$ cat src/design/photon_params.svh
`ifndef PHOTON_PARAMS_SVH
`define PHOTON_PARAMS_SVH

//////////////////////////////////////////////////////////////////////
// Counting core sizes.
//////////////////////////////////////////////////////////////////////

// Photon count per sync period. Saturates at all ones.
`define PH_COUNT_W      8

// Frame index, free running, one step per sync edge.
`define PH_FRAME_W      8

`define PH_BUF_AW       4   // Frame buffer address, 16 entries.
`define PH_FIFO_DEPTH   4   // Record FIFO depth, power of two.

// Synchronizer flops ahead of the edge compare.
`define PH_SYNC_STAGES  2

`endif
$ cat src/design/photon_pkg.sv
`include "photon_params.svh"

package photon_pkg;

    //////////////////////////////////////////////////////////////////
    // Count record, one per sync period.
    //////////////////////////////////////////////////////////////////

    // Frame index sits in the upper byte.
    // Its low bits pick the buffer entry.
    typedef struct packed {
        logic [`PH_FRAME_W-1:0] frame;  // Period number.
        logic [`PH_COUNT_W-1:0] count;  // Photon edges seen.
    } count_record_t;

    //////////////////////////////////////////////////////////////////
    // Display pixel, one buffer entry on its way out.
    //////////////////////////////////////////////////////////////////

    typedef struct packed {
        logic [`PH_BUF_AW-1:0]  addr;   // Buffer entry shown.
        logic                   filled; // Entry written since reset.
        logic [`PH_COUNT_W-1:0] count;  // Zero when not filled.
    } display_pixel_t;

    // Record is 16 bits and pixel is 13 bits at default sizes.

endpackage

$ cat src/design/photon_counter_top.sv
`timescale 1ns/100ps

module photon_counter_top (
    input  logic                       clk,
    input  logic                       rst_n,
    input  logic                       photon_pulse,
    input  logic                       sync_in,
    input  logic                       freeze,
    output logic                       pixel_valid,
    output photon_pkg::display_pixel_t pixel,
    output logic                       overflow,
    output logic                       sync_fall
);

    import photon_pkg::*;

    logic          photon_rise;  // One cycle per photon.
    logic          sync_rise;    // One cycle per period.
    logic          rec_push;
    count_record_t rec;
    logic          fifo_full;
    logic          fifo_empty;
    logic          fifo_pop;
    count_record_t fifo_rec;     // FIFO head.

    //////////////////////////////////////////////////////////////////
    // Input edges.
    //////////////////////////////////////////////////////////////////

    edge_detect u_photon_edge (
        .clk    (clk),
        .rst_n  (rst_n),
        .sig_in (photon_pulse),
        .rise   (photon_rise),
        .fall   ()               // Trailing edge not needed.
    );

    edge_detect u_sync_edge (
        .clk    (clk),
        .rst_n  (rst_n),
        .sig_in (sync_in),
        .rise   (sync_rise),
        .fall   (sync_fall)
    );

    //////////////////////////////////////////////////////////////////
    // Counting, buffering and display.
    //////////////////////////////////////////////////////////////////

    pulse_counter u_pulse_counter (
        .clk         (clk),
        .rst_n       (rst_n),
        .photon_rise (photon_rise),
        .sync_rise   (sync_rise),
        .fifo_full   (fifo_full),
        .rec_push    (rec_push),
        .rec         (rec),
        .overflow    (overflow)
    );

    record_fifo u_record_fifo (
        .clk      (clk),
        .rst_n    (rst_n),
        .push     (rec_push),
        .push_rec (rec),
        .pop      (fifo_pop),
        .pop_rec  (fifo_rec),
        .full     (fifo_full),
        .empty    (fifo_empty)
    );

    frame_buffer u_frame_buffer (
        .clk         (clk),
        .rst_n       (rst_n),
        .freeze      (freeze),
        .fifo_empty  (fifo_empty),
        .fifo_rec    (fifo_rec),
        .fifo_pop    (fifo_pop),
        .pixel_valid (pixel_valid),
        .pixel       (pixel)
    );

endmodule

$ cat src/design/frame_buffer.sv
`timescale 1ns/100ps
`include "photon_params.svh"

module frame_buffer (
    input  logic                       clk,
    input  logic                       rst_n,
    input  logic                       freeze,
    input  logic                       fifo_empty,
    input  photon_pkg::count_record_t  fifo_rec,
    output logic                       fifo_pop,
    output logic                       pixel_valid,
    output photon_pkg::display_pixel_t pixel
);

    import photon_pkg::*;

    localparam int ENTRIES = 1 << `PH_BUF_AW;

    // Sequencer steps.
    localparam logic [1:0] STEP_REFRESH = 2'd0;  // Read one entry out.
    localparam logic [1:0] STEP_DRAW    = 2'd1;  // Commit one record.
    localparam logic [1:0] STEP_LOOP    = 2'd2;  // Back to refresh.

    logic [`PH_COUNT_W-1:0] count_mem [ENTRIES];  // Counts, no reset.
    logic [ENTRIES-1:0]     filled;               // Entry written.
    logic [`PH_BUF_AW-1:0]  scan_ptr;             // Next entry to show.
    logic [1:0]             step;
    logic [`PH_BUF_AW-1:0]  draw_addr;

    assign draw_addr = fifo_rec.frame[`PH_BUF_AW-1:0];  // Frame modulo 16.

    // Draw takes the head record unless held.
    assign fifo_pop = (step == STEP_DRAW) && !freeze && !fifo_empty;

    //////////////////////////////////////////////////////////////////
    // Step machine, scan pointer and filled bits.
    //////////////////////////////////////////////////////////////////

    always_ff @(posedge clk or negedge rst_n) begin
        if (!rst_n) begin
            step        <= STEP_REFRESH;
            scan_ptr    <= '0;
            pixel_valid <= 1'b0;
            filled      <= '0;
        end else begin
            pixel_valid <= 1'b0;
            case (step)
                STEP_REFRESH: begin
                    pixel_valid <= 1'b1;              // Pixel out next cycle.
                    scan_ptr    <= scan_ptr + 1'b1;   // Wraps at 16.
                    step        <= STEP_DRAW;
                end
                STEP_DRAW: begin
                    if (fifo_pop) filled[draw_addr] <= 1'b1;
                    step <= STEP_LOOP;
                end
                STEP_LOOP: step <= STEP_REFRESH;
                default:   step <= STEP_REFRESH;  // Unused code.
            endcase
        end
    end

    //////////////////////////////////////////////////////////////////
    // Array write and pixel read.
    //////////////////////////////////////////////////////////////////

    always_ff @(posedge clk) begin
        if (fifo_pop) count_mem[draw_addr] <= fifo_rec.count;
        if (step == STEP_REFRESH) begin
            pixel.addr   <= scan_ptr;
            pixel.filled <= filled[scan_ptr];
            // Unwritten entries show zero.
            pixel.count  <= filled[scan_ptr] ? count_mem[scan_ptr] : '0;
        end
    end

    // Pop lands mid loop, the step after it is the loop step.
    a_pop_in_draw : assert property (
        @(posedge clk) disable iff (!rst_n)
        fifo_pop |-> (step == STEP_DRAW) ##1 (step == STEP_LOOP) && !fifo_pop
    );

endmodule

$ cat src/design/record_fifo.sv
`timescale 1ns/100ps
`include "photon_params.svh"

module record_fifo #(
    parameter int DEPTH = `PH_FIFO_DEPTH  // Power of two, two or more.
) (
    input  logic                      clk,
    input  logic                      rst_n,
    input  logic                      push,
    input  photon_pkg::count_record_t push_rec,
    input  logic                      pop,
    output photon_pkg::count_record_t pop_rec,
    output logic                      full,
    output logic                      empty
);

    import photon_pkg::*;

    localparam int             AW       = $clog2(DEPTH);
    localparam logic [AW:0]    FULL_LVL = (AW+1)'(DEPTH);

    count_record_t mem [DEPTH];  // Record storage.
    logic [AW-1:0] wr_ptr;
    logic [AW-1:0] rd_ptr;
    logic [AW:0]   level;        // Records held.

    // Pointers and occupancy.
    always_ff @(posedge clk or negedge rst_n) begin
        if (!rst_n) begin
            wr_ptr <= '0;
            rd_ptr <= '0;
            level  <= '0;
        end else begin
            if (push) wr_ptr <= wr_ptr + 1'b1;  // Wraps at DEPTH.
            if (pop)  rd_ptr <= rd_ptr + 1'b1;
            case ({push, pop})
                2'b10:   level <= level + 1'b1;
                2'b01:   level <= level - 1'b1;
                default: level <= level;       // Both or none.
            endcase
        end
    end

    always_ff @(posedge clk) begin
        if (push) mem[wr_ptr] <= push_rec;
    end

    assign pop_rec = mem[rd_ptr];  // Head shows without a read cycle.
    assign full    = (level == FULL_LVL);
    assign empty   = (level == '0);

    // Producer and consumer obey the levels.
    a_no_push_full : assert property (
        @(posedge clk) disable iff (!rst_n)
        push |-> !full
    );

    a_no_pop_empty : assert property (
        @(posedge clk) disable iff (!rst_n)
        pop |-> !empty
    );

endmodule

$ cat src/design/pulse_counter.sv
`timescale 1ns/100ps
`include "photon_params.svh"

module pulse_counter (
    input  logic                      clk,
    input  logic                      rst_n,
    input  logic                      photon_rise,
    input  logic                      sync_rise,
    input  logic                      fifo_full,
    output logic                      rec_push,
    output photon_pkg::count_record_t rec,
    output logic                      overflow
);

    import photon_pkg::*;

    logic [`PH_COUNT_W-1:0] period_cnt;  // Edges in the running period.
    logic [`PH_FRAME_W-1:0] frame_idx;   // Index of the running period.
    count_record_t          rec_q;       // Finished period, waiting to go.
    logic                   pending;     // Record latched last cycle.
    logic                   drop_q;      // Sticky, a record was lost.

    //////////////////////////////////////////////////////////////////
    // Period counting.
    //////////////////////////////////////////////////////////////////

    always_ff @(posedge clk or negedge rst_n) begin
        if (!rst_n) begin
            period_cnt <= '0;
            frame_idx  <= '0;
            pending    <= 1'b0;
        end else begin
            pending <= sync_rise;  // Push slot is the next cycle.
            if (sync_rise) begin
                // Restart. Coincident edge opens the new period.
                period_cnt <= {{(`PH_COUNT_W-1){1'b0}}, photon_rise};
                frame_idx  <= frame_idx + 1'b1;  // Steps even if dropped.
            end else if (photon_rise && period_cnt != '1) begin
                period_cnt <= period_cnt + 1'b1;  // Saturating.
            end
        end
    end

    // Record payload.
    always_ff @(posedge clk) begin
        if (sync_rise) begin
            rec_q.frame <= frame_idx;
            rec_q.count <= period_cnt;
        end
    end

    //////////////////////////////////////////////////////////////////
    // FIFO push and drop.
    //////////////////////////////////////////////////////////////////

    assign rec_push = pending & ~fifo_full;  // Only with room.
    assign rec      = rec_q;

    always_ff @(posedge clk or negedge rst_n) begin
        if (!rst_n) begin
            drop_q <= 1'b0;
        end else if (pending && fifo_full) begin
            drop_q <= 1'b1;  // Held until reset.
        end
    end

    assign overflow = drop_q;

    // Push follows a sync edge by one cycle and sees room.
    a_push_slot : assert property (
        @(posedge clk) disable iff (!rst_n)
        rec_push |-> $past(sync_rise) && !fifo_full
    );

endmodule

$ cat src/design/edge_detect.sv
`timescale 1ns/100ps
`include "photon_params.svh"

module edge_detect (
    input  logic clk,
    input  logic rst_n,
    input  logic sig_in,
    output logic rise,
    output logic fall
);

    logic [`PH_SYNC_STAGES-1:0] sync_q;  // Synchronizer chain.
    logic                       last_q;  // Last stage delayed by one cycle.
    logic                       stage_out;

    assign stage_out = sync_q[`PH_SYNC_STAGES-1];  // Settled copy of the input.

    // Chain, edge compare and registered pulses.
    always_ff @(posedge clk or negedge rst_n) begin
        if (!rst_n) begin
            sync_q <= '0;
            last_q <= 1'b0;
            rise   <= 1'b0;
            fall   <= 1'b0;
        end else begin
            sync_q[0] <= sig_in;  // First flop may go metastable.
            for (int i = 1; i < `PH_SYNC_STAGES; i++) begin
                sync_q[i] <= sync_q[i-1];
            end
            last_q <= stage_out;
            rise   <= stage_out & ~last_q;   // Low to high.
            fall   <= ~stage_out & last_q;   // High to low.
        end
    end

    // Pulses never overlap.
    a_pulse_shape : assert property (
        @(posedge clk) disable iff (!rst_n)
        rise |-> !fall
    );

    // Edges at least three cycles apart.
    a_min_hold : assert property (
        @(posedge clk) disable iff (!rst_n)
        (rise || fall) |=> !(rise || fall) ##1 !(rise || fall)
    );

endmodule

$ cat config.mk
export PLATFORM = sky130hd
export DESIGN_NAME = photon_counter_top
export DESIGN_NICKNAME = d
export VERILOG_FILES = /design/src/design/photon_pkg.sv /design/src/design/photon_counter_top.sv /design/src/design/frame_buffer.sv /design/src/design/record_fifo.sv /design/src/design/pulse_counter.sv /design/src/design/edge_detect.sv
export VERILOG_INCLUDE_DIRS = /design/src /design/src/design
export SDC_FILE = /design/constraint.sdc
export NUM_CORES = 1
export LEC_CHECK = 0
export ABC_AREA = 1
export BUFFER_PORTS_ARGS = -buffer_cell sky130_fd_sc_hd__buf_2
export CORE_MARGIN = 1
export CORE_UTILIZATION = 50
export CTS_CLUSTER_SIZE = 25
export DETAILED_ROUTE_END_ITERATION = 10
export PLACE_DENSITY = 0.73
export SYNTH_ARGS = -nofsm -noshare
export SYNTH_HDL_FRONTEND = slang
export SYNTH_HIERARCHICAL = 1
export SYNTH_SLANG_ARGS = --single-unit
$ cat constraint.sdc
create_clock -name clk -period 4.4 [get_ports clk]
set_input_delay 0.44 -clock clk [delete_from_list [all_inputs] [get_ports clk]]
set_output_delay 0.44 -clock clk [all_outputs]
set_load 0.05 [all_outputs]
### Word-level counts from Yosys, hierarchy flattened

Memory sizes are Yosys's and may differ from the RTL's. A register that Yosys moved wholly into a read port is not among the register bits.
Cells that the tools add are included.

| word-level totals | value |
|---|---|
| register bits after elaboration | 78 |
| bits in writable memories | 192 |
| bits of input ports | 5 |
| output and inout bits | 16 |
| logic and storage cells | 74 |
| memories kept | 2 |

| cells by class | value |
|---|---|
| add/sub/neg operators | 7 |
| magnitude comparators | 3 |
| eq/ne operators | 5 |
| muxes and demuxes | 13 |
| bitwise gates (word level) | 9 |
| reduce and logical (&&, ||, !) cells | 13 |

Memories:

| memory | depth | width | read ports | clocked after memory_dff | wr ports | line | RTL |
|---|---|---|---|---|---|---|---|
| u_frame_buffer.count_mem | 16 | 8 | 1 | 1 | 1 | frame_buffer.sv:24 | `` logic [`PH_COUNT_W-1:0] count_mem [ENTRIES]; `` |
| u_record_fifo.mem | 4 | 16 | 1 | 0 | 1 | record_fifo.sv:22 | `count_record_t mem [DEPTH];` |

Operators with widths:

| kind | number |
|---|---|
| 8-bit by 1-bit adder with 8-bit output, second input constant | 2 |
| 8-bit 2-to-1 mux | 2 |
| 16-bit bitwise OR | 1 |
| 4-bit by 5-bit < comparator with 1-bit output, second input constant | 2 |
| 8-bit != test, second input constant | 1 |
| 1-bit 2-to-1 mux | 7 |
| 3-bit one-hot mux with 2 select lines | 1 |
| 1-bit logical AND | 5 |
| 2-bit by 1-bit adder with 2-bit output, second input constant | 2 |
| 4-bit by 1-bit adder with 4-bit output, second input constant | 1 |
| 1-bit bitwise AND | 4 |
| 1-bit binary-select mux with 4-bit select | 1 |
| 1-bit demux with 4-bit select | 1 |
| 2-bit by 1-bit equality test with 1-bit output, second input constant | 2 |
| 4-bit by 1-bit >= comparator with 1-bit output, second input constant | 1 |
| 1-bit inverter | 4 |
| 2-bit one-hot mux with 2 select lines | 1 |
| 2-bit nonzero test | 2 |
| 3-bit by 1-bit adder with 3-bit output, second input constant | 1 |
| 3-bit equality test, second input constant | 1 |
| 1-bit logical NOT | 3 |
| 3-bit logical NOT | 1 |
| 3-bit by 1-bit subtractor with 3-bit output, second input constant | 1 |
| 2-bit equality test, second input constant | 1 |
| 2 further kinds | 2 |

### Longest topological paths before layout

An unclocked memory read counts as a cell.

| depth | value |
|---|---|
| depth after elaboration | 6 |
| depth in mapped cells | 13 |
| gate-level depth less buffers | 12 |

### Modules after synthesis

Netlist, hierarchy kept.

Modules (own cells, without submodules):

| module | times used | cells an instance | area each (µm²) | seq. area each (µm²) |
|---|---|---|---|---|
| frame_buffer | 1 | 613 | 6,744.0 | 4,784.6 |
| record_fifo | 1 | 235 | 3,209.3 | 2,097.0 |
| pulse_counter | 1 | 145 | 1,471.4 | 930.9 |
| edge_detect | 2 | 9 | 140.1 | 125.1 |

### Worst setup path after synthesis

No wires, ideal clock.

| timing | value |
|---|---|
| path kind | register -> register |
| start | register u_frame_buffer.step[0] |
| end | register u_record_fifo.level[2] |
| library setup time | 117 ps |
| data arrival time | 2,127 ps |
| data required time | 4,283 ps |
| setup slack | 2,156 ps |
| cell stages (with the launch flop) | 10 |
| path buffers | 0 |
| period minus slack after synthesis | 2,244 ps |
| cells stage by stage | dfrtp_1 -> inv_1 -> nor4_4 -> ha_1 -> inv_1 -> fa_1 -> nand2_1 -> nand3_1 -> nand2_1 -> nand2_1 |

| on the way | value |
|---|---|
| longest elaborated chain between the ends | 5 |
| elaborated cells on any way between the ends | 7 |
| those cells by class | eq/ne: 3; mux: 1; reduce/logical: 3 |

RTL lines:

| item | line | RTL |
|---|---|---|
| start: declaration | frame_buffer.sv:27 | `logic [1:0] step;` |
| start signal: assignment | frame_buffer.sv:41 | `step <= STEP_REFRESH;` |
| start signal: assignment | frame_buffer.sv:51 | `step <= STEP_DRAW;` |
| start signal: assignment | frame_buffer.sv:55 | `step <= STEP_LOOP;` |
| 2-bit by 1-bit equality test with 1-bit output (*) | frame_buffer.sv:33 | `assign fifo_pop = (step == STEP_DRAW) && !freeze && !fifo_empty;` |
| 1-bit logical AND (*) (2 in series) | frame_buffer.sv:33 |  |
| via fifo_pop | photon_counter_top.sv:23 | `logic fifo_pop;` |
| 2-bit by 1-bit equality test with 1-bit output or 2-bit equality test (tied branches) | record_fifo.sv:36 | `case ({push, pop})` |
| 3-bit one-hot mux with 2 select lines or 2-bit nonzero test (tied branches) | -- |  |
| end signal: assignment | record_fifo.sv:37 | `2'b10: level <= level + 1'b1;` |
| end signal: assignment | record_fifo.sv:38 | `2'b01: level <= level - 1'b1;` |
| end signal: assignment | record_fifo.sv:39 | `default: level <= level;` |
| end: declaration | record_fifo.sv:25 | `logic [AW:0] level;` |

The timed path passes the listed nets; every way through them passes the cells marked *.
A chain may end at the register's enable or synchronous reset.

==> impl_metrics.py <==
metrics = {
    "clocking": {
        "clk_latency_ns": 0.53,
        "cts_hold_buf": 1,
        "tritoncts_clock_tree": "built",
        "htree_levels": 1,
        "cts.root.buffer_cell": "clkbuf_16",
        "postCtsSetupRepairBufs": 0,
        "cts_resized": 0,
        "cts.clk_slew.worst_paths_ns": 0.06,
        "number_of_sinks_on_the_clock_net": 253,
        "clock_tree.buffer_depth": 3,
        "cts_buffers": 26,
    },
    "route": {
        "via_count": 6416,
        "route.detailed.drc": 0,
        "dr.pass1.iters": 5,
        "drt_first_iter_violations": 651,
        "wl_per_cell_um": 16.35,
        "detail_route.vias_per_cell": 5.162,
        "final_antenna_net_count": 0,
        "detail_route.wirelength_um": 20320,
    },
    "timing": {
        "setup_violations": 0,
        "rsz_0062_raised_after_global_routing": "false",
        "hold_violations": 0,
        "max-slew-margin-rel_pct": 27.69,
        "clock_skew_ns": 0.01274,
        "slew_at_the_pin_closest_to_its_max_slew_limit_ns": 1.085,
        "setup_tns_ns": 0,
        "max_freq_ghz": 0.3492,
        "min_period_ns": 2.863,
        "timing.final.crit_share_pct": 65.07,
        "final_max_slew_viol_count": 0,
    },
    "placed_design": {
        "port_buffers": 20,
        "gp_routability_congestion": 0.8073,
        "dp_hpwl_um": 12530,
    },
    "global_routing": {
        "antenna_found_initial": 0,
        "grtUsageTotal_pct": 19.45,
        "pin_count_of_the_biggest_net_entering_global_routing": 79,
        "wire_length_of_the_first_global_routing_pass_um": 33130,
        "gr-total-overflow": 0,
        "grt_pass1_vias": 6322,
    },
    "pwr": {
        "power-per-cell-area_nw_per_um2": 575.9,
        "sequentialPowerShare_pct": 48.3,
        "share_comb_of_total_power_pct": 16.3,
        "power.clock.fraction_pct": 35.4,
        "total_power_mw": 6.802,
        "worst_ir_drop_vdd_uv": 395.0,
        "swShare_pct": 28.55,
        "p_switching_mw": 1.942,
        "p_leak_nw": 4.890,
        "p_int_mw": 4.860,
    },
    "setup_path": {
        "setup.worst_path.end_class": "register",
        "crit_fanout": 50,
        "critPathRequiredTime_ns": 4.56,
        "cp_data_arrival_time_ns": 3.02,
        "critPathLaunchType": "register",
        "timing_worst_setup_path_type": "register to register",
    },
    "cells_and_area": {
        "filler_cell_count": 1720,
        "final_core_util_pct": 56.36,
        "diodes": 0,
        "fin_nets": 962,
        "area_growth_syn_to_layout_pct": 10.59,
        "final_layout_size_suffix_gt1_share_pct": 12.40,
    },
    "floorplanning": {
        "row_count": 53,
        "floorplan_die_width_um": 148.2,
        "io_pins": 21,
        "die_area_um2": 21950,
        "core-area_um2": 20960,
        "dieHeight_um": 148.2,
        "floorplan.initialDensity_pct": 50.97,
    },
    "synth": {
        "post_synth_instance_area_um2": 10680,
        "synth.yosys.warnings": 6,
        "syn_nets": 947,
        "postSynthAreaPerCell_um2": 11.45,
        "post_synth_inst_count": 933,
    },
    "worst_hold_path": {
        "min-delay-path-class": "input pin to register",
    },
    "job": {
        "max_capacitance_violation_count": 0,
    },
    "run_status": {
        "outcome": "complete, no violations",
    },
}
-- layer usage --
layer  up-vias  track usage, %  wire (um)
li1       3110               -          -
met1      3059           26.30       8771
met2       222           32.68       9979
met3        25           3.006       1185
met4         0           5.619        384
met5         -               0          0
-- registers in the layout (all words and copies together) (netlist names), 3 cells and up --
name                        flops
u_frame_buffer/count_mem      128
u_frame_buffer/filled          16
u_frame_buffer/pixel           13
u_frame_buffer/scan_ptr         4
u_pulse_counter/frame_idx       4
u_pulse_counter/period_cnt      8
u_pulse_counter/rec            12
u_record_fifo/level             3
u_record_fifo/mem              48
-- final timing paths --
check | to | from | slack, ns | cells past startpoint
max in group asynchronous | u_frame_buffer/scan_ptr[0] | rst_n | 3.84 | 2
max reg2reg | u_frame_buffer/count_mem[9][0] | u_record_fifo/rd_ptr[0] | 1.54 | 6
min reg2reg | u_photon_edge/sync_q[1] | u_photon_edge/sync_q[0] | 0.36 | 0
max | u_frame_buffer/count_mem[9][0] | u_record_fifo/rd_ptr[0] | 1.54 | 6
min in group asynchronous | u_sync_edge/fall | rst_n | 0.05 | 2
min | u_photon_edge/sync_q[0] | photon_pulse | 0.02 | 1
-- stage by stage --
step           std cells  worst slack [ns]  area, um^2  hold slack, ns
6_report            1243             1.537       11810         0.01957
5_1_grt             1243             1.316       11810        0.001666
4_1_cts             1243             1.544       11810       0.0005148
3_5_place_dp        1194             1.569       10850          0.3378
3_3_place_gp        1194             1.669       10850          0.3437
2_1_floorplan        933             2.156       10680          0.1444
-- critical path, stage by stage, from the launching register on --
cell      delay, ns
dfrtp_2        1.08
nand2_1        0.18
o211ai_2       0.10
nand2_1        0.15
nor2_1         0.14
nand2_1        0.19
nor2_1         0.63
-- power groups by stage --
| stage | sequential (mW) | combinational (mW) | clock (mW) |
|---|---|---|---|
| 3_5_place_dp | 3.33 | 1.11 | 0 |
| 6_report | 3.28 | 1.11 | 2.41 |
| 2_1_floorplan | 3.21 | 0.917 | 0 |
| 4_1_cts | 3.28 | 1.13 | 2.44 |
| 5_1_grt | 3.31 | 1.23 | 2.55 |
| 3_3_place_gp | 3.32 | 1.08 | 0 |
-- final cells by class --
cell class	instances	area, um^2	area share [%]
multi-input cells	528	2604	22.04
inverters	115	441.7	3.739
clock inverters	15	251.5	2.129
well taps	275	344.1	2.913
clock buffers	33	698.2	5.911
repair buffers	24	132.6	1.123
flip-flops and latches	253	7340	62.14
-- layout by cell type, fill, tap and decap left out, types with 3 or more instances in the layout --
cell and instances:
ha_1 8, clkbuf_16 27, xor2_1 8, nand3_1 92, bufinv_16 7, o21bai_1 8, o211ai_2 16, clkbuf_1 6
dfrtp_1 50, inv_2 4, nand2_1 257, o21ai_1 5, nor2_1 68, buf_2 20, buf_4 3, nand2_2 23
clkinv_2 5, edfxtp_1 201, o21ai_0 18, o211ai_1 8, inv_1 108
No activity file was read; power rests on OpenSTA's default activity.
